## config.mk

```make
export PLATFORM = sky130hd
export DESIGN_NAME = ddram_csr
export DESIGN_NICKNAME = d
export VERILOG_FILES = /design/src/hw/ddram_pkg.sv /design/src/hw/ddram_csr.sv
export VERILOG_INCLUDE_DIRS = /design/src /design/src/hw
export SDC_FILE = /design/constraint.sdc
export NUM_CORES = 1
export LEC_CHECK = 0
export BUFFER_PORTS_ARGS = -buffer_cell sky130_fd_sc_hd__buf_4
export CAP_MARGIN = 20
export CORE_MARGIN = 2
export CORE_UTILIZATION = 41
export DETAILED_ROUTE_END_ITERATION = 8
export HOLD_SLACK_MARGIN = 0.03
export MAX_ROUTING_LAYER = met4
export PLACE_DENSITY = 0.86
export REMOVE_ABC_BUFFERS = 1
export SLEW_MARGIN = 20
export SYNTH_ARGS = -nofsm -noshare
export SYNTH_HDL_FRONTEND = slang
export SYNTH_SLANG_ARGS = --single-unit
```

## constraint.sdc

```tcl
create_clock -name sys_clk -period 0.8 [get_ports sys_clk]
set_input_delay 0 -clock sys_clk [delete_from_list [all_inputs] [get_ports sys_clk]]
set_output_delay 0 -clock sys_clk [all_outputs]
set_load 0.01 [all_outputs]
```

## src/hw/ddram_defs.svh

```systemverilog
// ddram shared constants
// address widths, the split of a 64-bit fml word address into sdram
// column, bank and row fields, the cas latency and the csr block select
`ifndef DDRAM_DEFS_SVH
`define DDRAM_DEFS_SVH

`define DDRAM_DEPTH     25 // fml byte address width
`define DDRAM_COLDEPTH  9  // column address width in 32-bit words
`define DDRAM_ROWDEPTH  13 // row address width, also the pad address width
`define DDRAM_BANKDEPTH 2  // bank address width
`define DDRAM_CL        2  // cas latency in sys_clk cycles
`define DDRAM_CSR_AW    14 // csr address width

// fml_adr field positions, the low 3 bits select a byte inside the 64-bit word
`define DDRAM_COL_LSB   3                                          // lowest word index bit
`define DDRAM_COL_MSB   (`DDRAM_COL_LSB + `DDRAM_COLDEPTH - 2)     // column minus the beat bit
`define DDRAM_BANK_LSB  (`DDRAM_COL_MSB + 1)
`define DDRAM_BANK_MSB  (`DDRAM_BANK_LSB + `DDRAM_BANKDEPTH - 1)
`define DDRAM_ROW_LSB   (`DDRAM_BANK_MSB + 1)
`define DDRAM_ROW_MSB   (`DDRAM_DEPTH - 1)                         // rows above the banks
`define DDRAM_A10       10                                         // all-bank precharge bit

// the top 4 csr address bits select this block
`define DDRAM_CSR_SEL_LSB (`DDRAM_CSR_AW - 4)

`endif

```

## src/hw/ddram_pkg.sv

```systemverilog
// ddram types
// sdram command encoding and the command controller states

package ddram_pkg;

	// value is the {ras_n, cas_n, we_n} pad encoding, cs_n is driven apart
	typedef enum logic [2:0] {
		MRS = 3'b000, // load mode register
		REF = 3'b001, // auto refresh
		PRE = 3'b010, // precharge, a10 selects all banks
		ACT = 3'b011, // open a row
		WR  = 3'b100, // write, column on the address pads
		RD  = 3'b101, // read, column on the address pads
		NOP = 3'b111  // no operation
	} cmd_t;

	typedef enum logic [3:0] {
		IDLE,      // waiting for a request or a pending refresh
		ACTIVATE,  // act is on the pads
		RCD_WAIT,  // row to column delay
		ACCESS,    // rd or wr is on the pads
		DATA_WAIT, // data beats and read latency
		PRECHARGE, // pre is on the pads
		RP_WAIT,   // precharge recovery
		REFRESH,   // ref is on the pads
		RFC_WAIT   // refresh cycle time
	} ctrl_state_t;

endpackage

```

## src/hw/ddram_csr.sv

```systemverilog
// ddram configuration registers
// decodes the csr block select, holds the control bits and the sdram
// timing values, returns a registered read-back and turns a write to
// the bypass command register into a one-cycle command pulse

`timescale 1ns/1ps
`include "ddram_defs.svh"

module ddram_csr #(
	parameter logic [3:0] csr_addr = 4'h0
) (
	input  logic                           sys_clk,
	input  logic                           arst_n,
	input  logic [`DDRAM_CSR_AW-1:0]       csr_a,
	input  logic                           csr_we,
	input  logic [31:0]                    csr_di,
	output logic [31:0]                    csr_do,
	output logic                           bypass,
	output logic                           sdram_rst,
	output logic                           cke,
	output logic [2:0]                     t_rp,
	output logic [2:0]                     t_rcd,
	output logic [3:0]                     t_rfc,
	output logic [10:0]                    t_refi,
	output logic                           byp_valid,
	output ddram_pkg::cmd_t                byp_cmd,
	output logic                           byp_cs,
	output logic [`DDRAM_ROWDEPTH-1:0]     byp_adr,
	output logic [`DDRAM_BANKDEPTH-1:0]    byp_ba
);

	import ddram_pkg::*;

	logic sel; // this block is addressed
	logic wr;  // write strobe for this block

	assign sel = (csr_a[`DDRAM_CSR_AW-1:`DDRAM_CSR_SEL_LSB] == csr_addr);
	assign wr  = sel & csr_we;

	// control and timing registers, reset leaves the sdram in bypass and reset
	always_ff @(posedge sys_clk or negedge arst_n) begin
		if (!arst_n) begin
			bypass    <= 1'b1;
			sdram_rst <= 1'b1;
			cke       <= 1'b0;
			t_rp      <= 3'd2;
			t_rcd     <= 3'd2;
			t_rfc     <= 4'd8;
			t_refi    <= 11'd780;
		end else if (wr) begin
			case (csr_a[1:0])
				2'd0: begin
					bypass    <= csr_di[0];
					sdram_rst <= csr_di[1];
					cke       <= csr_di[2];
				end
				2'd2: begin
					t_rp   <= csr_di[2:0];
					t_rcd  <= csr_di[5:3];
					t_rfc  <= csr_di[9:6];
					t_refi <= csr_di[20:10];
				end
				default: ; // index 1 is the bypass pulse, index 3 is unused
			endcase
		end
	end

	// the bypass command goes straight to the controller, which registers it
	// onto the pads, so it shows in the cycle right after the write edge
	assign byp_valid = wr & (csr_a[1:0] == 2'd1);
	assign byp_cs    = csr_di[0];
	assign byp_cmd   = cmd_t'({~csr_di[3], ~csr_di[2], ~csr_di[1]}); // active high bits to pads
	assign byp_adr   = csr_di[16:4];
	assign byp_ba    = csr_di[18:17];

	// read-back lags the address by one cycle, zero when not selected
	always_ff @(posedge sys_clk or negedge arst_n) begin
		if (!arst_n) begin
			csr_do <= '0;
		end else begin
			csr_do <= '0;
			if (sel) begin
				case (csr_a[1:0])
					2'd0:    csr_do <= {29'd0, cke, sdram_rst, bypass};
					2'd2:    csr_do <= {11'd0, t_refi, t_rfc, t_rcd, t_rp};
					default: csr_do <= '0; // bypass command register is write only
				endcase
			end
		end
	end

endmodule

```

==> results of run 1 <==
==> cell usage after synthesis <==
cell	count
clkbuf_1	2
nor3_1	1
nand2b_1	1
buf_2	2
mux2_4	3
or4b_4	1
nor2_1	3
dfstp_2	9
mux2i_1	3
inv_1	3
nand2_1	1
dfrtp_1	36
buf_4	27
or4_4	1
and4b_1	1
mux2_2	21
nor4_1	1
and2_1	18
nor3b_2	1
conb_1	1
==> metal layers <==
metal	GRT usage (%)	vias to the layer above	wire (um)
met1	22.57	732	2028
met4	5.451	0	59
met3	5.626	6	390
met2	31.79	89	2699
met5	-	-	0
li1	-	651	-
==> worst min-delay path: stages <==
cell and delay, ns:
buf_6 0.08, nor4_4 0.04, nand2b_1 0.10, nor2_1 0.05
==> power by group through the flow <==
stage | registers (mW) | clock network (mW) | logic [mW]
2_1_floorplan | 2.71 | 0 | 0.217
3_5_place_dp | 2.65 | 0 | 0.882
6_report | 2.65 | 1.48 | 1.31
4_1_cts | 2.63 | 1.50 | 1.17
3_3_place_gp | 2.64 | 0 | 0.862
5_1_grt | 2.67 | 1.62 | 1.38
==> stage by stage <==
stage	util, %	std cells	worst slack [ns]	hold slack (ns)	instance area (um2)
finish	74.37	312	-0.5336	0.02577	3261
global route	74.37	312	-0.5367	0.02447	3261
CTS	71.00	310	-0.5014	0.01873	3113
detailed placement	57.71	269	-0.8771	0.03691	2530
global placement	57.71	269	-0.8578	0.02073	2530
floorplan	-	115	-1.808	-0.2956	1694
==> worst min path at each step <==
stage,from,endpoint,slack (ns)
after global routing,csr_a[10],csr_do[1],0.02
after global placement,arst_n,t_rfc[1],0.02
after floorplan,arst_n,cke,-0.30
after detailed placement,arst_n,t_rfc[1],0.04
final,csr_a[10],csr_do[1],0.03
after CTS,csr_a[12],csr_do[1],0.02
==> layout make-up <==
type	count	area [um2]	share of cell area, %
repair buffers	137	1290	39.56
flip-flops and latches	45	1137	34.88
clock buffers	6	82.58	2.533
multi-input cells	67	660.6	20.26
inverters	3	11.26	0.3454
clock inverters	2	13.76	0.4221
well taps	52	65.06	1.995
==> registers in the layout, summed over array words and instances (netlist names) <==
| signal | cells |
|---|---|
| t_rfc | 4 |
| csr_do | 21 |
| sdram_rst | 1 |
| t_rcd | 3 |
| t_refi | 11 |
| t_rp | 3 |
| cke | 1 |
| bypass | 1 |
==> cells by family after synthesis <==
family                 Yosys count
AND/OR/NAND/NOR                 29
flip-flops                      45
buffers and inverters           34
multiplexers                    27
other                            1
==> timing repair <==
item                                    in CTS  in global routing
cloned                                       1                  1
setup buffers                               10                  1
hold endpoints to repair                    63                  2
gates resized for setup                     50                 35
pin swaps                                    3                  2
endpoints found under the setup margin      84                 91
==> out/metrics.yaml, run 1 <==
ant_nets: 0
dieArea_mm2: 0.005134
slowest_stage: "or4_4"
hold_path_class: "in -> reg"
p_clk_share_pct: 27.1
worstPathArrival_ns: 1.51
synthMuxAreaShare_pct: 16.60
drv_cap: 0
grt_overflow_total: 0
fillers: 251
layout_setup_ws_ns: -0.5336
rsz0062_at_grt: "yes"
violations: "setup timing"
synth_top_area_cell: "dfrtp_1"
start_kind: "primary input"
ys.warnings.count: 0
drt_iter0_markers: 46
r2r-start: "t_rp[1]"
post-route-min-period_ns: 1.334
ys_seq_elements: 45
synthesis.area_mm2: 0.001877
reg2reg_to: "csr_do[1]"
synthTopCellsByArea: "dfrtp_1 (48%), dfstp_2 (13%), mux2_2 (13%)"
avgSynthCellArea_um2: 13.80
firstDrtPassIters: 4
max-vdd-ir-drop_uv: 1460
p_seq_share_pct: 48.7
via_count: 1478
p_sw_mw: 1.400
coreArea_mm2: 0.004384
status: "finished, violations left"
min_period_over_period_pct: 166.7
layout_common_cells: "buf_4 (60), buf_6 (55), dfrtp_1 (36)"
hpwlAfterDp_um: 2893
placement.io_buffers: 94
nets: 308
final_common_cell: "buf_4"
critPathMaxFanout: 3
grt_pass1_vias: 1537
routed_via_density: 4.737
cts_made_buffers: 5
synthXorXnorAreaFrac_pct: 0
max_freq_mhz: 749.8
path_cells: "buf_6, or4_4, or4b_4, mux2_4"
max_stage_delay_ns: 0.56
wire_per_inst_um: 16.60
grt.total_usage_pct: 19.11
finalSetupTns_ns: -21.35
wl_um: 5178
drc: 0
grt_max_degree: 46
io_pins: 125
rr_worst_depth: 3
grt_antenna_before_repair: 0
slew_viol_final: 0
crit_family: "simple AND/OR/NAND/NOR gates"
p_sw_share_pct: 25.77
p_comb_share_pct: 24.1
relSlewSlack_pct: 62.00
worstSkewPairLatency_ns: 0.29
power_density_mw_per_mm2: 1667
clk_pin_slew_ns: 0.08
endpoint_kind: "flop"
grt_first_pass_wirelength_um: 7314
synth_top_area_share_pct: 48.00
cts-root-buf: "clkbuf_8"
cts_tree: "yes"
p_leak_nw: 1.671
finalSetupViolCount: 73
gp_congestion: 0.8329
fin_total_pwr_mw: 5.434
cp-startpoint: "csr_a[12]"
crit_required_ns: 0.98
ff2ff_setup_slack_ns: -0.09
fin_worst_skew_ns: 0.006075
antenna_cells: 0
drive_gt1_share_pct: 62.69
areaGrowthSynthToFinish_pct: 73.73
cts_hold_buf: 22
synth_top_family_by_area: "multiplexers"
syn_inst: 136
worst_pin_slew_ns: 0.5700
ys_seq_area_share_pct: 60.60
synth-simple-area-share_pct: 10.27
die_w_um: 71.66
clock_path_buffers: 2
synth-compound-area-share_pct: 0
cp.depth: 4
fp-row-count: 24
endpoint: "cke"
p_int_mw: 4.034
crit_buf_inv: 1
synth-adder-area-share_pct: 0
h-tree-depth: 2
die_h_um: 71.66
critPathKind: "in -> reg"
finalHoldViolations: 0
clock_sinks: 45
floorplan.initialDensity_pct: 42.81
yosysUniqueCellTypes: 20
hold_path_depth: 4
(Power assumes the default switching activity.)
==> run 2, diff against run 1 <==
Settings changed: CORE_UTILIZATION 41 to 44, PLACE_DENSITY 0.86 to 0.91.
Clock period 0.8 ns to 1.66 ns, I/O delays scaled along.
==> out/metrics.yaml, run 2 (synthesis results as in run 1) <==
gp_congestion: 0.8309  # -0.24%
start_kind: "primary input"
finalHoldViolations: 0  # unchanged
cts_hold_buf: 22  # unchanged
status: "finished, final reports clean"
crit_required_ns: 1.84  # +0.86 ns
wl_um: 4421  # -15%
finalSetupViolCount: 0  # -100%
max_freq_mhz: 715.8
min_period_over_period_pct: 84.16
nets: 291  # -5.5%
multi_input_area_um2: 550.5  # -17%
fp-row-count: 23  # -4.2%
final_common_cell: "buf_4"
h-tree-depth: 2  # unchanged
placement.io_buffers: 94  # unchanged
cts_setup_buffers: 0  # -10
grt_first_pass_wirelength_um: 7258  # -0.77%
critPathMaxFanout: 3  # unchanged
hold_path_class: "in -> reg"
routed_via_density: 4.625  # -2.4%
max_stage_delay_ns: 0.58  # +0.02 ns
firstDrtPassIters: 4  # unchanged
slowest_stage: "or4b_4"
top_regs: "csr_do: 21 flops, t_refi: 11 flops, t_rfc: 4 flops"
layout.cells.non_filler: 293  # -6.1%
io_pins: 125  # unchanged
grt_pass1_vias: 1385  # -9.9%
die_w_um: 69.31  # -3.3%
drv_cap: 0  # unchanged
path_cells: "buf_4, or4_4, or4b_4, mux2_4"
worst_pin_slew_ns: 0.5520  # -0.01802 ns
drive_gt1_share_pct: 58.85  # -3.8 points
dp.cells: 263  # -2.2%
post-route-min-period_ns: 1.397
rsz0062_at_grt: "no"
largest_register_ffs: 21  # unchanged
power_density_mw_per_mm2: 860.9  # -48%
critPathKind: "in -> reg"
ant_nets: 0  # unchanged
grt_overflow_total: 0  # unchanged
floorplan.initialDensity_pct: 46.25  # +3.4 points
grt.total_usage_pct: 19.73  # +0.62 points
regArea_mm2: 0.001137  # unchanged
worstSkewPairLatency_ns: 0.29  # about the same
via_count: 1355  # -8.3%
regMostFlops: "csr_do"
placed_area_mm2: 0.002510  # -0.79%
cts-root-buf: "clkbuf_8"
drc: 0  # unchanged
hpwlAfterDp_um: 2964  # +2.4%
layout_setup_ws_ns: 0.2630  # +0.7966 ns
crit_family: "simple AND/OR/NAND/NOR gates"
cts_tree: "yes"
final_area_mm2: 0.002831  # -13%
ctsResizeCount: 0  # -100%
clock_path_buffers: 2  # unchanged
slew_viol_final: 0  # unchanged
dieArea_mm2: 0.004804  # -6.4%
clk_pin_slew_ns: 0.08  # about the same
p_leak_nw: 1.502  # -10%
areaGrowthSynthToFinish_pct: 50.87
grt_antenna_before_repair: 0  # unchanged
die_h_um: 69.31  # -3.3%
fin_worst_skew_ns: 0.001258  # -0.004817 ns
clock_sinks: 45  # unchanged
layout_common_cells: "buf_4 (97), dfrtp_1 (36), dlygate4sd3_1 (22)"
fillers: 277  # +10%
grt_max_degree: 46  # unchanged
wire_per_inst_um: 15.09  # -9.1%
crit_buf_inv: 1  # unchanged
whs_ns: 0.05745  # +0.03168 ns
relSlewSlack_pct: 63.20  # +1.2 points
drt_iter0_markers: 73  # +59%
antenna_cells: 0  # unchanged
final_util_pct: 69.78  # -4.6 points
endpoint_kind: "flop"
worstPathArrival_ns: 1.57  # +0.06 ns
cts_made_buffers: 5  # unchanged
max-vdd-ir-drop_uv: 444.0  # -70%
coreArea_mm2: 0.004058  # -7.4%
dp_slack_ns: -0.02621  # +0.8509 ns
ff2ff_setup_slack_ns: 0.85  # +0.94 ns
run 2: cell types whose count changed in the layout (fill, tap and decap cells not counted), sizes merged:
cell / previous run / this run
clkinv: 2 / 1
buf: 115 / 98
clkbuf: 6 / 7
run 2: path summary, 6_finish.rpt:
path                           start         to  cells after the start
setup / recovery           csr_a[11]        cke                      4
hold / removal              csr_a[1]  csr_do[2]                      3
setup reg to reg              bypass  csr_do[0]                      2
max in group asynchronous     arst_n  t_refi[2]                      2
hold reg to reg             t_rfc[2]  csr_do[8]                      1
min in group asynchronous     arst_n  t_refi[5]                      2
run 2: power breakdown:
group	leakage, nW	switching [mW]	internal, mW
registers	0.586	0.0600	1.20
logic	0.861	0.190	0.275
clock network	0.0542	0.339	0.376
run 2: cell type report:
cell class / instances / area share [%]
multi-input cells: 67 / 19.44
inverters: 3 / 0.3977
clock inverters: 1 / 0.1768
clock buffers: 7 / 3.403
well taps: 50 / 2.209
repair buffers: 120 / 34.20
flip-flops and latches: 45 / 40.17
run 2: metrics by stage:
| step | power, mW | setup TNS, ns |
|---|---|---|
| final | 2.438 | 0 |
| after detailed placement | 1.699 | -0.02621 |
| after global routing | 2.548 | 0 |
| after global placement | 1.685 | 0 |
| after floorplan | 1.410 | -19.63 |
| after CTS | 2.453 | 0 |
run 2: layer usage:
metal / GRT usage (%) / up-vias / share of wire, % / wire length [um]
li1: - / 620 / - / -
met1: 22.29 / 660 / 38 / 1680
met2: 33.97 / 70 / 54 / 2378
met3: 5.233 / 5 / 6.9 / 306
met4: 6.536 / 0 / 1.3 / 57
met5: - / - / 0 / 0
run 2: tightest hold or removal path: stages:
cell and delay [ns]:
buf_4 0.14, mux2i_1 0.08, nor2_1 0.08
