`src/hw/ddram_defs.svh`:
```
// ddram shared constants
// address widths, the split of a 64-bit fml word address into sdram
// column, bank and row fields, the cas latency and the csr block select
`ifndef DDRAM_DEFS_SVH
`define DDRAM_DEFS_SVH

`define DDRAM_DEPTH     25 // fml byte address width
`define DDRAM_COLDEPTH  9  // column address width in 32-bit words
`define DDRAM_ROWDEPTH  13 // row address width, also the pad address width
`define DDRAM_BANKDEPTH 2  // bank address width
`define DDRAM_CL        2  // cas latency in sys_clk cycles
`define DDRAM_CSR_AW    14 // csr address width

// fml_adr field positions, the low 3 bits select a byte inside the 64-bit word
`define DDRAM_COL_LSB   3                                          // lowest word index bit
`define DDRAM_COL_MSB   (`DDRAM_COL_LSB + `DDRAM_COLDEPTH - 2)     // column minus the beat bit
`define DDRAM_BANK_LSB  (`DDRAM_COL_MSB + 1)
`define DDRAM_BANK_MSB  (`DDRAM_BANK_LSB + `DDRAM_BANKDEPTH - 1)
`define DDRAM_ROW_LSB   (`DDRAM_BANK_MSB + 1)
`define DDRAM_ROW_MSB   (`DDRAM_DEPTH - 1)                         // rows above the banks
`define DDRAM_A10       10                                         // all-bank precharge bit

// the top 4 csr address bits select this block
`define DDRAM_CSR_SEL_LSB (`DDRAM_CSR_AW - 4)

`endif

```
`src/hw/ddram_pkg.sv`:
```
// ddram types
// sdram command encoding and the command controller states

package ddram_pkg;

	// value is the {ras_n, cas_n, we_n} pad encoding, cs_n is driven apart
	typedef enum logic [2:0] {
		MRS = 3'b000, // load mode register
		REF = 3'b001, // auto refresh
		PRE = 3'b010, // precharge, a10 selects all banks
		ACT = 3'b011, // open a row
		WR  = 3'b100, // write, column on the address pads
		RD  = 3'b101, // read, column on the address pads
		NOP = 3'b111  // no operation
	} cmd_t;

	typedef enum logic [3:0] {
		IDLE,      // waiting for a request or a pending refresh
		ACTIVATE,  // act is on the pads
		RCD_WAIT,  // row to column delay
		ACCESS,    // rd or wr is on the pads
		DATA_WAIT, // data beats and read latency
		PRECHARGE, // pre is on the pads
		RP_WAIT,   // precharge recovery
		REFRESH,   // ref is on the pads
		RFC_WAIT   // refresh cycle time
	} ctrl_state_t;

endpackage

```
`src/hw/ddram_ctrl.sv`:
```
// ddram command controller
// serves each fml request as a closed-page access (act, rd or wr, pre),
// issues auto refresh on the programmed interval and generates the fml
// acknowledge. in bypass mode the csr command pulse drives the pads

`timescale 1ns/1ps
`include "ddram_defs.svh"

module ddram_ctrl (
	input  logic                           sys_clk,
	input  logic                           arst_n,
	input  logic                           bypass,
	input  logic                           sdram_rst,
	input  logic                           cke,
	input  logic [2:0]                     t_rp,
	input  logic [2:0]                     t_rcd,
	input  logic [3:0]                     t_rfc,
	input  logic [10:0]                    t_refi,
	input  logic                           byp_valid,
	input  ddram_pkg::cmd_t                byp_cmd,
	input  logic                           byp_cs,
	input  logic [`DDRAM_ROWDEPTH-1:0]     byp_adr,
	input  logic [`DDRAM_BANKDEPTH-1:0]    byp_ba,
	input  logic [`DDRAM_DEPTH-1:0]        fml_adr,
	input  logic                           fml_stb,
	input  logic                           fml_we,
	output logic                           fml_ack,
	input  logic                           rd_done,
	output logic                           wr_start,
	output logic                           rd_start,
	output logic                           sdram_cke,
	output logic                           sdram_cs_n,
	output logic                           sdram_ras_n,
	output logic                           sdram_cas_n,
	output logic                           sdram_we_n,
	output logic [`DDRAM_ROWDEPTH-1:0]     sdram_adr,
	output logic [`DDRAM_BANKDEPTH-1:0]    sdram_ba
);

	import ddram_pkg::*;

	ctrl_state_t                    state;
	cmd_t                           cmd_q;       // registered pad command
	logic [3:0]                     cnt;         // shared wait counter
	logic [10:0]                    refi_cnt;    // refresh interval countdown
	logic                           ref_pending; // interval expired, refresh owed
	logic                           ref_seq;     // current pre belongs to a refresh
	logic                           ack_q;       // write acknowledge, comes with pre
	logic                           run;         // normal operation allowed
	logic                           ref_start;
	logic [`DDRAM_ROWDEPTH-1:0]     adr_row;
	logic [`DDRAM_ROWDEPTH-1:0]     adr_col;
	logic [`DDRAM_BANKDEPTH-1:0]    bank;

	assign run       = ~bypass & ~sdram_rst;
	assign ref_start = (state == IDLE) & run & ref_pending; // refresh wins over a request

	// address split, the column gets a zero beat bit at the bottom
	assign adr_row = `DDRAM_ROWDEPTH'(fml_adr[`DDRAM_ROW_MSB:`DDRAM_ROW_LSB]);
	assign adr_col = `DDRAM_ROWDEPTH'({fml_adr[`DDRAM_COL_MSB:`DDRAM_COL_LSB], 1'b0});
	assign bank    = fml_adr[`DDRAM_BANK_MSB:`DDRAM_BANK_LSB];

	assign {sdram_ras_n, sdram_cas_n, sdram_we_n} = cmd_q;
	assign fml_ack = ack_q | rd_done; // read ack follows the datapath capture

	// refresh interval timer, held at the reload value in bypass
	always_ff @(posedge sys_clk or negedge arst_n) begin
		if (!arst_n) begin
			refi_cnt    <= '0;
			ref_pending <= 1'b0;
		end else begin
			if (ref_start)
				ref_pending <= 1'b0;
			if (bypass) begin
				refi_cnt <= t_refi;
			end else if (refi_cnt == '0) begin
				refi_cnt    <= t_refi;
				ref_pending <= 1'b1; // a new expiry beats a clear in the same cycle
			end else begin
				refi_cnt <= refi_cnt - 11'd1;
			end
		end
	end

	// access sequencer; every state that issues a command sets it on the
	// pads as the state is entered, wait states last max(cnt, 1) cycles
	always_ff @(posedge sys_clk or negedge arst_n) begin
		if (!arst_n) begin
			state      <= IDLE;
			cnt        <= '0;
			ref_seq    <= 1'b0;
			ack_q      <= 1'b0;
			wr_start   <= 1'b0;
			rd_start   <= 1'b0;
			cmd_q      <= NOP;
			sdram_cke  <= 1'b0;
			sdram_cs_n <= 1'b1;
			sdram_adr  <= '0;
			sdram_ba   <= '0;
		end else begin
			cmd_q      <= NOP; // nop unless a state below issues a command
			sdram_cs_n <= 1'b0;
			sdram_cke  <= cke;
			ack_q      <= 1'b0;
			wr_start   <= 1'b0;
			rd_start   <= 1'b0;
			case (state)
				IDLE: begin
					if (ref_start) begin
						state     <= PRECHARGE;
						cmd_q     <= PRE;
						sdram_adr <= `DDRAM_ROWDEPTH'(1) << `DDRAM_A10; // all banks
						ref_seq   <= 1'b1;
					end else if (run && fml_stb) begin
						state     <= ACTIVATE;
						cmd_q     <= ACT;
						sdram_adr <= adr_row;
						sdram_ba  <= bank;
					end
				end
				ACTIVATE: begin
					state <= RCD_WAIT;
					cnt   <= {1'b0, t_rcd};
				end
				RCD_WAIT: begin
					if (cnt <= 4'd1) begin
						state     <= ACCESS;
						cmd_q     <= fml_we ? WR : RD;
						sdram_adr <= adr_col; // a10 low, no auto precharge
						sdram_ba  <= bank;
						wr_start  <= fml_we;
						rd_start  <= ~fml_we;
					end else begin
						cnt <= cnt - 4'd1;
					end
				end
				ACCESS: begin
					state <= DATA_WAIT;
					cnt   <= fml_we ? 4'd2 : 4'(`DDRAM_CL + 1); // two beats or latency
				end
				DATA_WAIT: begin
					if (cnt <= 4'd1) begin
						state     <= PRECHARGE;
						cmd_q     <= PRE;
						sdram_adr <= '0; // single bank close
						sdram_ba  <= bank;
						ack_q     <= fml_we;
					end else begin
						cnt <= cnt - 4'd1;
					end
				end
				PRECHARGE: begin
					state <= RP_WAIT;
					cnt   <= {1'b0, t_rp};
				end
				RP_WAIT: begin
					if (cnt <= 4'd1) begin
						if (ref_seq) begin
							state   <= REFRESH;
							cmd_q   <= REF;
							ref_seq <= 1'b0;
						end else begin
							state <= IDLE;
						end
					end else begin
						cnt <= cnt - 4'd1;
					end
				end
				REFRESH: begin
					state <= RFC_WAIT;
					cnt   <= t_rfc;
				end
				RFC_WAIT: begin
					if (cnt <= 4'd1)
						state <= IDLE;
					else
						cnt <= cnt - 4'd1;
				end
				default: state <= IDLE;
			endcase
			// software owns the pads in bypass, one command per csr write
			if (bypass) begin
				sdram_cs_n <= ~(byp_valid & byp_cs);
				cmd_q      <= byp_valid ? byp_cmd : NOP;
				if (byp_valid) begin
					sdram_adr <= byp_adr;
					sdram_ba  <= byp_ba;
				end
			end
		end
	end

endmodule

```
`config.mk`:
```
export PLATFORM = sky130hd
export DESIGN_NAME = ddram_ctrl
export DESIGN_NICKNAME = d
export VERILOG_FILES = /design/src/hw/ddram_pkg.sv /design/src/hw/ddram_ctrl.sv
export VERILOG_INCLUDE_DIRS = /design/src /design/src/hw
export SDC_FILE = /design/constraint.sdc
export NUM_CORES = 1
export LEC_CHECK = 0
export ABC_AREA = 1
export BUFFER_PORTS_ARGS = -buffer_cell sky130_fd_sc_hd__clkbuf_2
export CAP_MARGIN = 20
export CORE_MARGIN = 3
export CORE_UTILIZATION = 30
export CTS_CLUSTER_DIAMETER = 80
export DETAILED_ROUTE_END_ITERATION = 12
export PLACE_DENSITY = 0.55
export SETUP_SLACK_MARGIN = 0.05
export SYNTH_ARGS = -nofsm -noshare
export SYNTH_HDL_FRONTEND = slang
export SYNTH_SLANG_ARGS = --single-unit
```
`constraint.sdc`:
```
create_clock -name sys_clk -period 1.65 [get_ports sys_clk]
set_input_delay 0.0825 -clock sys_clk [delete_from_list [all_inputs] [get_ports sys_clk]]
set_output_delay 0.0825 -clock sys_clk [all_outputs]
set_load 0.1 [all_outputs]
```
==> flow_summary.yaml, run 1 <==
status:
  status: "finished, final reports clean"
clocking:
  cts_tree: "built"
  cts.sinks: 44
  clk_latency_ns: 0.30
  h-tree-depth: 2
  clockBufferDepth: 2
  cts-root-buf: "clkbuf_8"
  clkTransAtPathRegs_ns: 0.09
  cts_made_buffers: 5
cells_and_area:
  layout_common_cells: "125 x nand2_1, 93 x clkbuf_2, 51 x nor2_1"
  n_antenna_cell: 0
  final_common_cell: "nand2_1"
  final_cell_area_um2: 4136
  drive_above_1_share_pct: 36.27
  area_growth_pct: 41.04
  fillers: 1004
  fin_nets: 633
timing:
  skew_ns: 0.006191
  setup-tns-final_ns: 0
  setup_viol: 0
  rsz0062_at_grt: "true"
  max_freq_ghz: 0.6526
  period_share_pct: 92.87
  period_minus_slack_ns: 1.532
  finalHoldViolations: 0
  slew_violations: 0
  slew-limit-headroom_pct: 62.41
  tightest_slew_ns: 0.5662
yosys:
  avgSynthCellArea_um2: 6.983
  yosysSeqAreaShare_pct: 37.71
  yosys_warnings: 0
  synth_ff_type: "dfrtp_1"
  postSynth.asyncResetShare_pct: 100.0
  synth_cells: 420
  synth-edff-count: 0
  synth.ff_latch_count: 44
  synth_nets: 497
  synthesis.area_um2: 2933
  synth_cell_types: 34
worst_setup_path:
  path_class: "flip-flop to flip-flop"
  regToRegEndpoint: "sdram_adr[6]"
  worstSetupEndpointType: "flip-flop"
  worstPathRequired_ns: 1.85
  r2r_cells: 12
  cp_max_fo: 4
  rr_startpoint: "cnt[0]"
  crit_path_end: "sdram_adr[6]"
  r2r_setup_slack_ns: 0.12
  start_kind: "flip-flop"
  crit_arrival_ns: 1.73
  crit_start: "cnt[0]"
power_and_ir_drop:
  combPwrFrac_pct: 67.1
  pwr-share-clk_pct: 10.8
  finalPower_uw: 8308
  swShare_pct: 56.84
  power.density_nw_per_um2: 2009
  leakage_uw: 0.002201
  switchingPower_uw: 4722
  pwr-share-seq_pct: 22.1
  p_int_uw: 3586
  vdd_ir_drop_max_uv: 1503
die:
  die_w_um: 104.9
  num_io_pins: 97
  fp.dieArea_um2: 11000
  die_y_um: 104.9
  std_cell_rows: 35
  core_area_um2: 9371
  initial_utilization_pct: 31.30
drt:
  drt-total-wl_um: 8642
  vias: 3141
  first_pass_iters: 4
  via_per_inst: 4.579
  ant_nets: 0
  routedWlPerCell_um: 12.60
  drcViolationCount: 0
  drt_iter0_markers: 108
global_routing:
  grt_usage_pct: 15.18
  grt_max_degree: 45
  antenna_found_initial: 0
  grt_remaining_overflow: 0
  grt_pass1_vias: 2933
  grt_pass1_wl_um: 13830
min_path:
  hold_path.class: "primary input to flip-flop"
place:
  dpl_cell_area_um2: 3702
  place_hpwl_um: 6464
  gp_congestion: 0.8431
  io_buffer_count: 93
job:
  cap_violations: 0
routing by layer:
metal | track usage (%) | routed length [µm] | up-vias
li1 | - | - | 1618
met1 | 20.62 | 3906 | 1427
met2 | 25.11 | 4184 | 87
met3 | 2.718 | 441 | 9
met4 | 3.561 | 110 | 0
met5 | 0 | 0 | -
synthesized netlist by cell type (3+ instances only):
cell | number | share of area, %
ha_1 | 3 | 1.3
buf_2 | 5 | 0.85
nand4_1 | 14 | 3.0
nand2_1 | 131 | 17
inv_2 | 3 | 0.38
nor2_1 | 52 | 6.7
dfrtp_1 | 40 | 34
o21ai_1 | 3 | 0.51
nand2_4 | 5 | 1.9
o21ai_0 | 13 | 2.2
nor2_2 | 4 | 0.85
nor3_1 | 5 | 0.85
dfstp_2 | 4 | 3.6
inv_1 | 32 | 4.1
nand2_2 | 7 | 1.5
xnor2_1 | 5 | 1.5
buf_4 | 4 | 1.0
nand3_1 | 43 | 7.3
a21oi_1 | 16 | 2.7
or2_2 | 10 | 2.1
nor2_4 | 3 | 1.2
xor2_1 | 3 | 0.90
flip-flops by register name, summed over array words and instances, names as in the netlist:
name,count
ref_seq,1
cmd_q,3
cnt,4
wr_start,1
sdram_cke,1
sdram_ba,2
sdram_cs_n,1
ref_pending,1
refi_cnt,11
state,4
ack_q,1
sdram_adr,13
rd_start,1
worst max-delay path, cell delays in order (launching register included):
cell and delay, ns:
dfrtp_1 0.40, inv_1 0.07, ha_2 0.18, inv_2 0.04, nand2_4 0.07, nand2_4 0.07
buf_2 0.16, nand2_1 0.08, nand2_1 0.05, a21oi_1 0.12, nand4_1 0.09, nand2_1 0.08
inv_1 0.04
metrics by stage:
step                hold WS, ns  cells  worst slack [ns]  utilization (%)
finish                 0.007552    686            0.1177            44.14
detailed placement      0.09167    655           0.04998            39.51
floorplan               -0.2131    420           0.06045                -
global route           0.008222    686          0.004652            44.14
global placement        0.09088    655           0.07387            39.51
CTS                 0.000006883    679           0.05254            42.48
how the worst min path moves through the flow:
stage                     start             to  cells past startpoint
finish              byp_adr[12]  sdram_adr[12]                      3
detailed placement       arst_n         cnt[0]                      2
global placement         arst_n         cnt[2]                      2
floorplan                arst_n          ack_q                      0
global route          t_refi[9]    refi_cnt[9]                      3
CTS                   byp_ba[0]    sdram_ba[0]                      3
cell families after synthesis:
| logic type | Yosys count | share of synthesized area, % |
|---|---|---|
| AOI/OAI and AO/OA | 37 | 6.869 |
| xor gates and xnor gates | 8 | 2.389 |
| adders and majority gates | 3 | 1.280 |
| buffers and inverters | 49 | 7.423 |
| DFF | 44 | 37.71 |
| and+or+nand+nor | 279 | 44.33 |
power groups by stage:
stage | Combinational (µW) | Clock (µW) | Sequential (µW)
4_1_cts | 5290 | 927 | 1810
2_1_floorplan | 2470 | 0 | 3400
5_1_grt | 6060 | 979 | 1890
3_3_place_gp | 5200 | 0 | 1820
6_report | 5580 | 894 | 1840
3_5_place_dp | 5240 | 0 | 1830
cell type report:
cell class	count	area, µm²	share of cell area, %
clock buffer	6	82.58	1.996
clock inverter	2	38.79	0.9377
inverter	36	140.1	3.388
multi-input combinational	327	1700	41.11
sequential	44	1111	26.86
tap	129	161.4	3.902
timing repair buffer	142	902.1	21.81
timing repair:
item                                   CTS  global route
gates cloned                             0             2
hold buffers                            14             0
setup buffers                            2             5
endpoints found under the hold margin   52             0
pin swaps                                1            10
resized for setup                        1            34
setup endpoints to repair                3            35
No activity file was read; power rests on OpenSTA's default activity.
==> run 2, diff against run 1 <==
--- a/config.mk
+++ b/config.mk
@@ -6,13 +6,14 @@
 export SDC_FILE = /design/constraint.sdc
 export NUM_CORES = 1
 export LEC_CHECK = 0
-export ABC_AREA = 1
+export ABC_AREA = 0
 export BUFFER_PORTS_ARGS = -buffer_cell sky130_fd_sc_hd__clkbuf_2
 export CAP_MARGIN = 20
 export CORE_MARGIN = 3
 export CORE_UTILIZATION = 30
 export CTS_CLUSTER_DIAMETER = 80
 export DETAILED_ROUTE_END_ITERATION = 12
+export HOLD_SLACK_MARGIN = 0.1
 export PLACE_DENSITY = 0.55
 export SETUP_SLACK_MARGIN = 0.05
 export SYNTH_ARGS = -nofsm -noshare
==> constraint.sdc (replaced) <==
create_clock -name sys_clk -period 1.9 [get_ports sys_clk]
set_input_delay 0.095 -clock sys_clk [delete_from_list [all_inputs] [get_ports sys_clk]]
set_output_delay 0.095 -clock sys_clk [all_outputs]
set_load 0.1 [all_outputs]
==> run 2 against run 1 <==
  * Sequential share of layout area grew 1.1 points
  * Area after synthesis shrank 17%
  * Routed wire length shrank 12%
  * Register-to-register slack lost 0.08 ns
  * Cell area shrank 4.3%
  * Die area shrank 16%
  * Total power shrank 25%
  * Via count shrank 16%
  * First-iteration DRC count grew 70%
  * Synthesized cell count shrank 36%
  * Sequential power shrank 22%
==> flow_summary.yaml, run 2 <==
power_and_ir_drop:
  vdd_ir_drop_max_uv: 431.0
  power.density_nw_per_um2: 1573
  finalPower_uw: 6226
  leakage_uw: 0.001815
clocking:
  cts-root-buf: "clkbuf_8"
  clk_latency_ns: 0.29
  cts.sinks: 44
  clkTransAtPathRegs_ns: 0.09
  cts_made_buffers: 5
  h-tree-depth: 2
  clockBufferDepth: 2
  cts_tree: "built"
yosys:
  synth_area_leader_cell: "dfrtp_1"
  avgSynthCellArea_um2: 9.098
  synth_cell_types: 53
  synth-edff-count: 0
  netlist_top_cells_area: "dfrtp_1 41%, nand2_1 4.8%, nor2_1 4.8%"
  ys_top_cells_by_count: "40 x dfrtp_1, 31 x nand2_1, 31 x nor2_1, 21 x o21ai_0, 15 x a21oi_1"
  yosysSeqAreaShare_pct: 45.19
  synth.ff_latch_count: 44
  synth_nets: 346
  synth_top_area_share_pct: 40.90
  yosys_warnings: 0
  synthesis.area_um2: 2447
  postSynth.asyncResetShare_pct: 100.0
  synth_cells: 269
  synth_ff_type: "dfrtp_1"
  yosysMostFrequentCell: "dfrtp_1"
worst_setup_path:
  path_class: "flip-flop to flip-flop"
  crit_start: "state[0]"
  crit_arrival_ns: 2.03
  start_kind: "flip-flop"
  worstSetupEndpointType: "flip-flop"
  worstPathRequired_ns: 2.07
  rr_startpoint: "state[0]"
  cp_max_fo: 6
die:
  initial_utilization_pct: 31.35
  fp.dieArea_um2: 9278
  die_w_um: 96.32
  num_io_pins: 97
  core_area_um2: 7807
  std_cell_rows: 32
  die_y_um: 96.32
cells_and_area:
  top_regs: "sdram_adr x13, refi_cnt x11"
  finalCoreUtilization_pct: 50.69
  fin_nets: 514
  final_common_cell: "clkbuf_2"
  layoutNonFillerInstCount: 540
  drive_above_1_share_pct: 40.41
  fillers: 742
  n_antenna_cell: 0
  largest_reg_flops: 13
  multi_input_area_um2: 1361
  layout_common_cells: "93 x clkbuf_2, 42 x dlygate4sd3_1, 40 x dfrtp_1"
  area_growth_pct: 61.71
  largest_register: "sdram_adr"
  regArea_um2: 1106
place:
  place_hpwl_um: 5236
  gp_congestion: 0.9069
  numPlacedInstances: 483
  io_buffer_count: 93
global_routing:
  grt_pass1_wl_um: 11740
  grt_usage_pct: 16.12
  grt_remaining_overflow: 0
  grt_pass1_vias: 2560
  grt_max_degree: 45
  antenna_found_initial: 0
min_path:
  hold_path.class: "primary input to flip-flop"
  hold_start: "fml_adr[21]"
drt:
  via_per_inst: 4.900
  drt_iter0_markers: 184
  drt-total-wl_um: 7601
  ant_nets: 0
  drcViolationCount: 0
  routedWlPerCell_um: 14.08
  first_pass_iters: 4
  vias: 2646
timing:
  max_freq_ghz: 0.5362
  slew_violations: 0
  period_minus_slack_ns: 1.865
  tightest_slew_ns: 0.5654
  rsz0062_at_grt: "true"
  skew_ns: 0.009597
  finalHoldViolations: 0
  setup_viol: 0
  slew-limit-headroom_pct: 62.30
  fin_hold_ws_ns: 0.09873
  period_share_pct: 98.15
job:
  cap_violations: 0
status:
  status: "finished, final reports clean"
## run 2: kinds of logic after synthesis
| group | after synthesis | share of synthesized area (%) |
|---|---|---|
| compound gates | 87 | 23.82 |
| xor+xnor | 8 | 2.863 |
| fa+ha+maj | 3 | 1.534 |
| buf+inv | 23 | 4.397 |
| flops | 44 | 45.19 |
| mux | 2 | 0.8691 |
| simple gates | 102 | 21.32 |
## run 2: per-stage QoR
stage / area, µm² / setup slack [ns] / TNS [ns]
finish: 3958 / 0.03514 / 0
floorplan: 2456 / -0.05871 / -0.1367
CTS: 3792 / 0.03390 / 0
global route: 3958 / -0.06655 / -0.2074
detailed placement: 3236 / -0.02725 / -0.02725
global placement: 3236 / 0.004195 / 0
## run 2: report_power, final
group          leakage, µW  switching (µW)  internal (µW)
Clock            0.0000552             315            390
Combinational      0.00124            2620           1460
Sequential        0.000523             202           1240
## run 2: what timing repair did
| action | in CTS | in global routing |
|---|---|---|
| setup endpoints to repair | 13 | 27 |
| gates resized for setup | 5 | 32 |
| endpoints found under the hold margin | 73 | 0 |
| cloned | 1 | 0 |
| setup buffers | 1 | 7 |
| pin swaps | 2 | 16 |
| hold buffers | 42 | 0 |
## run 2: layer usage
layer | GRT usage [%] | wire [µm] | up-vias
li1 | - | - | 1321
met1 | 20.78 | 3197 | 1248
met2 | 26.74 | 3973 | 66
met3 | 3.675 | 337 | 11
met4 | 5.023 | 92 | 0
met5 | 0 | 0 | -
## run 2: worst max-delay path: stages (launching register included)
cell	delay [ns]
dfrtp_1	0.41
or4b_4	0.58
nor3_4	0.19
a221oi_4	0.06
buf_4	0.15
buf_6	0.13
a22oi_2	0.14
a21oi_1	0.08
## run 2: path summary, 6_finish.rpt
kind / to / slack [ns] / cells after the start
worst max-delay path: sdram_adr[9] / 0.04 / 7
worst min-delay path: sdram_adr[8] / 0.1 / 3
worst max register to register: sdram_adr[9] / 0.04 / 7
worst min register to register: ref_pending / 0.52 / 1
max in group asynchronous: cnt[2] / 1.09 / 3
min in group asynchronous: sdram_adr[7] / 0.42 / 3
## run 2: area by class of cell
cell class	count	share of cell area [%]
Timing Repair Buffer	176	30.95
Sequential cell	44	27.95
Multi-Input combinational cell	202	34.40
Tap cell	102	3.225
Inverter	8	0.7588
Clock inverter	2	0.8852
Clock buffer	6	1.834
==> run 3, diff against run 2 <==
==> constraint.sdc (replaced) <==
create_clock -name sys_clk -period 2.3 [get_ports sys_clk]
set_input_delay 0.115 -clock sys_clk [delete_from_list [all_inputs] [get_ports sys_clk]]
set_output_delay 0.115 -clock sys_clk [all_outputs]
set_load 0.1 [all_outputs]
==> run 3 against run 2 <==
  * Final cell count shrank 5.2%
  * Critical path depth shrank 3
  * Largest cell class unchanged
  * Via count shrank 4.5%
  * Total power shrank 27%
==> flow_summary.yaml, run 3 (synthesized netlist as in run 2, its figures left out) <==
worst_setup_path:
  crit_arrival_ns: 2.16
  r2r_setup_slack_ns: 0.32
  worstPathRequired_ns: 2.49
  path_class: "flip-flop to flip-flop"
  cp_max_fo: 8
  slowest_stage: "or4b_2"
  cpPeakStageDelay_ns: 0.67
  worstSetupEndpointType: "flip-flop"
  start_kind: "flip-flop"
  path_cells: "or4b_2 > nor2_1 > or2_1 > mux2_2"
drt:
  via_per_inst: 4.936
  drt_iter0_markers: 174
  drt-total-wl_um: 7193
  routedWlPerCell_um: 14.05
  drcViolationCount: 0
  first_pass_iters: 4
  ant_nets: 0
  vias: 2527
timing:
  fin_hold_ws_ns: 0.1138
  setup-tns-final_ns: 0
  finalHoldViolations: 0
  skew_ns: 0.007283
  tightest_slew_ns: 0.6465
  setup_viol: 0
  rsz0062_at_grt: "false"
  period_share_pct: 85.88
  slew_violations: 0
  max_freq_ghz: 0.5063
  worst_slack_ns: 0.3248
  period_minus_slack_ns: 1.975
  slew-limit-headroom_pct: 56.90
power_and_ir_drop:
  finalPower_uw: 4525
  leakage_uw: 0.001666
  power.density_nw_per_um2: 1267
  vdd_ir_drop_max_uv: 477.6
cells_and_area:
  fin_nets: 487
  largest_reg_flops: 13
  final_common_cell: "clkbuf_2"
  area_growth_pct: 45.96
  final_cell_area_um2: 3572
  drive_above_1_share_pct: 32.68
  n_antenna_cell: 0
  layout_common_cells: "93 x clkbuf_2, 40 x dfrtp_1, 37 x dlygate4sd3_1"
  top_regs: "sdram_adr x13, refi_cnt x11"
  largest_register: "sdram_adr"
  fillers: 779
clocking:
  post_cts_resized: 0
  cts_made_buffers: 5
  clkTransAtPathRegs_ns: 0.08
  clk_latency_ns: 0.30
  cts-root-buf: "clkbuf_8"
  clockBufferDepth: 2
  h-tree-depth: 2
  cts_tree: "built"
  cts.sinks: 44
die:
  num_io_pins: 97
  die_w_um: 96.32
  initial_utilization_pct: 31.35
  fp.dieArea_um2: 9278
  core_area_um2: 7807
  std_cell_rows: 32
  die_y_um: 96.32
global_routing:
  grt-busiest-layer: "met2"
  grt_remaining_overflow: 0
  antenna_found_initial: 0
  grt_pass1_vias: 2428
  grtUsageMet3_pct: 2.971
  grt_pass1_wl_um: 11000
  grt_max_degree: 26
  grt.met2_usage_pct: 27.72
  grt_usage_pct: 15.38
  grtUsageMet1_pct: 17.92
min_path:
  hold_path.class: "primary input to flip-flop"
place:
  gp_congestion: 0.8223
  io_buffer_count: 93
  place_ws_ns: 0.3468
  dpl_cell_area_um2: 3105
  place_hpwl_um: 5208
job:
  cap_violations: 0
status:
  status: "finished, final reports clean"
-- run 3: changes by cell type in the layout (fill, tap and decap cells not counted), sizes merged --
cell / previous run / this run
clkinv: 1 / 0
bufinv: 1 / 0
clkbuf: 99 / 100
dlygate4sd3: 42 / 37
buf: 41 / 19
-- run 3: final timing paths --
path                               from           end  depth (start not counted)
setup / recovery               state[2]        cnt[0]                          4
hold / removal                byp_valid   sdram_ba[1]                          3
setup reg to reg               state[2]        cnt[0]                          4
hold reg to reg            refi_cnt[10]   ref_pending                          1
max in group asynchronous        arst_n      cmd_q[2]                          3
min in group asynchronous        arst_n  sdram_adr[3]                          2
-- run 3: area by class of cell --
class | count | area, µm² | area share (%)
clock buffers | 7 | 96.34 | 2.697
well taps | 102 | 127.6 | 3.573
repair buffers | 149 | 978.4 | 27.39
multi-input cells | 202 | 1234 | 34.54
flip-flops and latches | 44 | 1106 | 30.96
inverters | 8 | 30.03 | 0.8406
-- run 3: layer usage --
layer | part of all wire, % | up-vias
met5 | 0 | -
li1 | - | 1269
met3 | 4.8 | 10
met2 | 52 | 77
met4 | 1.6 | 0
met1 | 41 | 1171
-- run 3: worst max-delay path: cells and delay by family (launching register included) --
kind | cells | cell delay (ns)
simple gates | 3 | 1.05
flops | 1 | 0.47
mux | 1 | 0.35
-- run 3: per-stage QoR --
step | utilization [%] | instances
2_1_floorplan | - | 269
3_3_place_gp | 39.78 | 468
3_5_place_dp | 39.78 | 468
4_1_cts | 45.75 | 512
5_1_grt | 45.75 | 512
6_report | 45.75 | 512
-- run 3: what timing repair did --
item | CTS | global route
hold buffers | 37 | 0
buffers inserted | 0 | 0
endpoints found under the hold margin | 53 | 0
-- run 3: power by group --
| part | internal [µW] | total, µW | switching (µW) |
|---|---|---|---|
| sequential | 1030 | 1210 | 185 |
| clock | 268 | 530 | 263 |
| combinational | 832 | 2780 | 1950 |
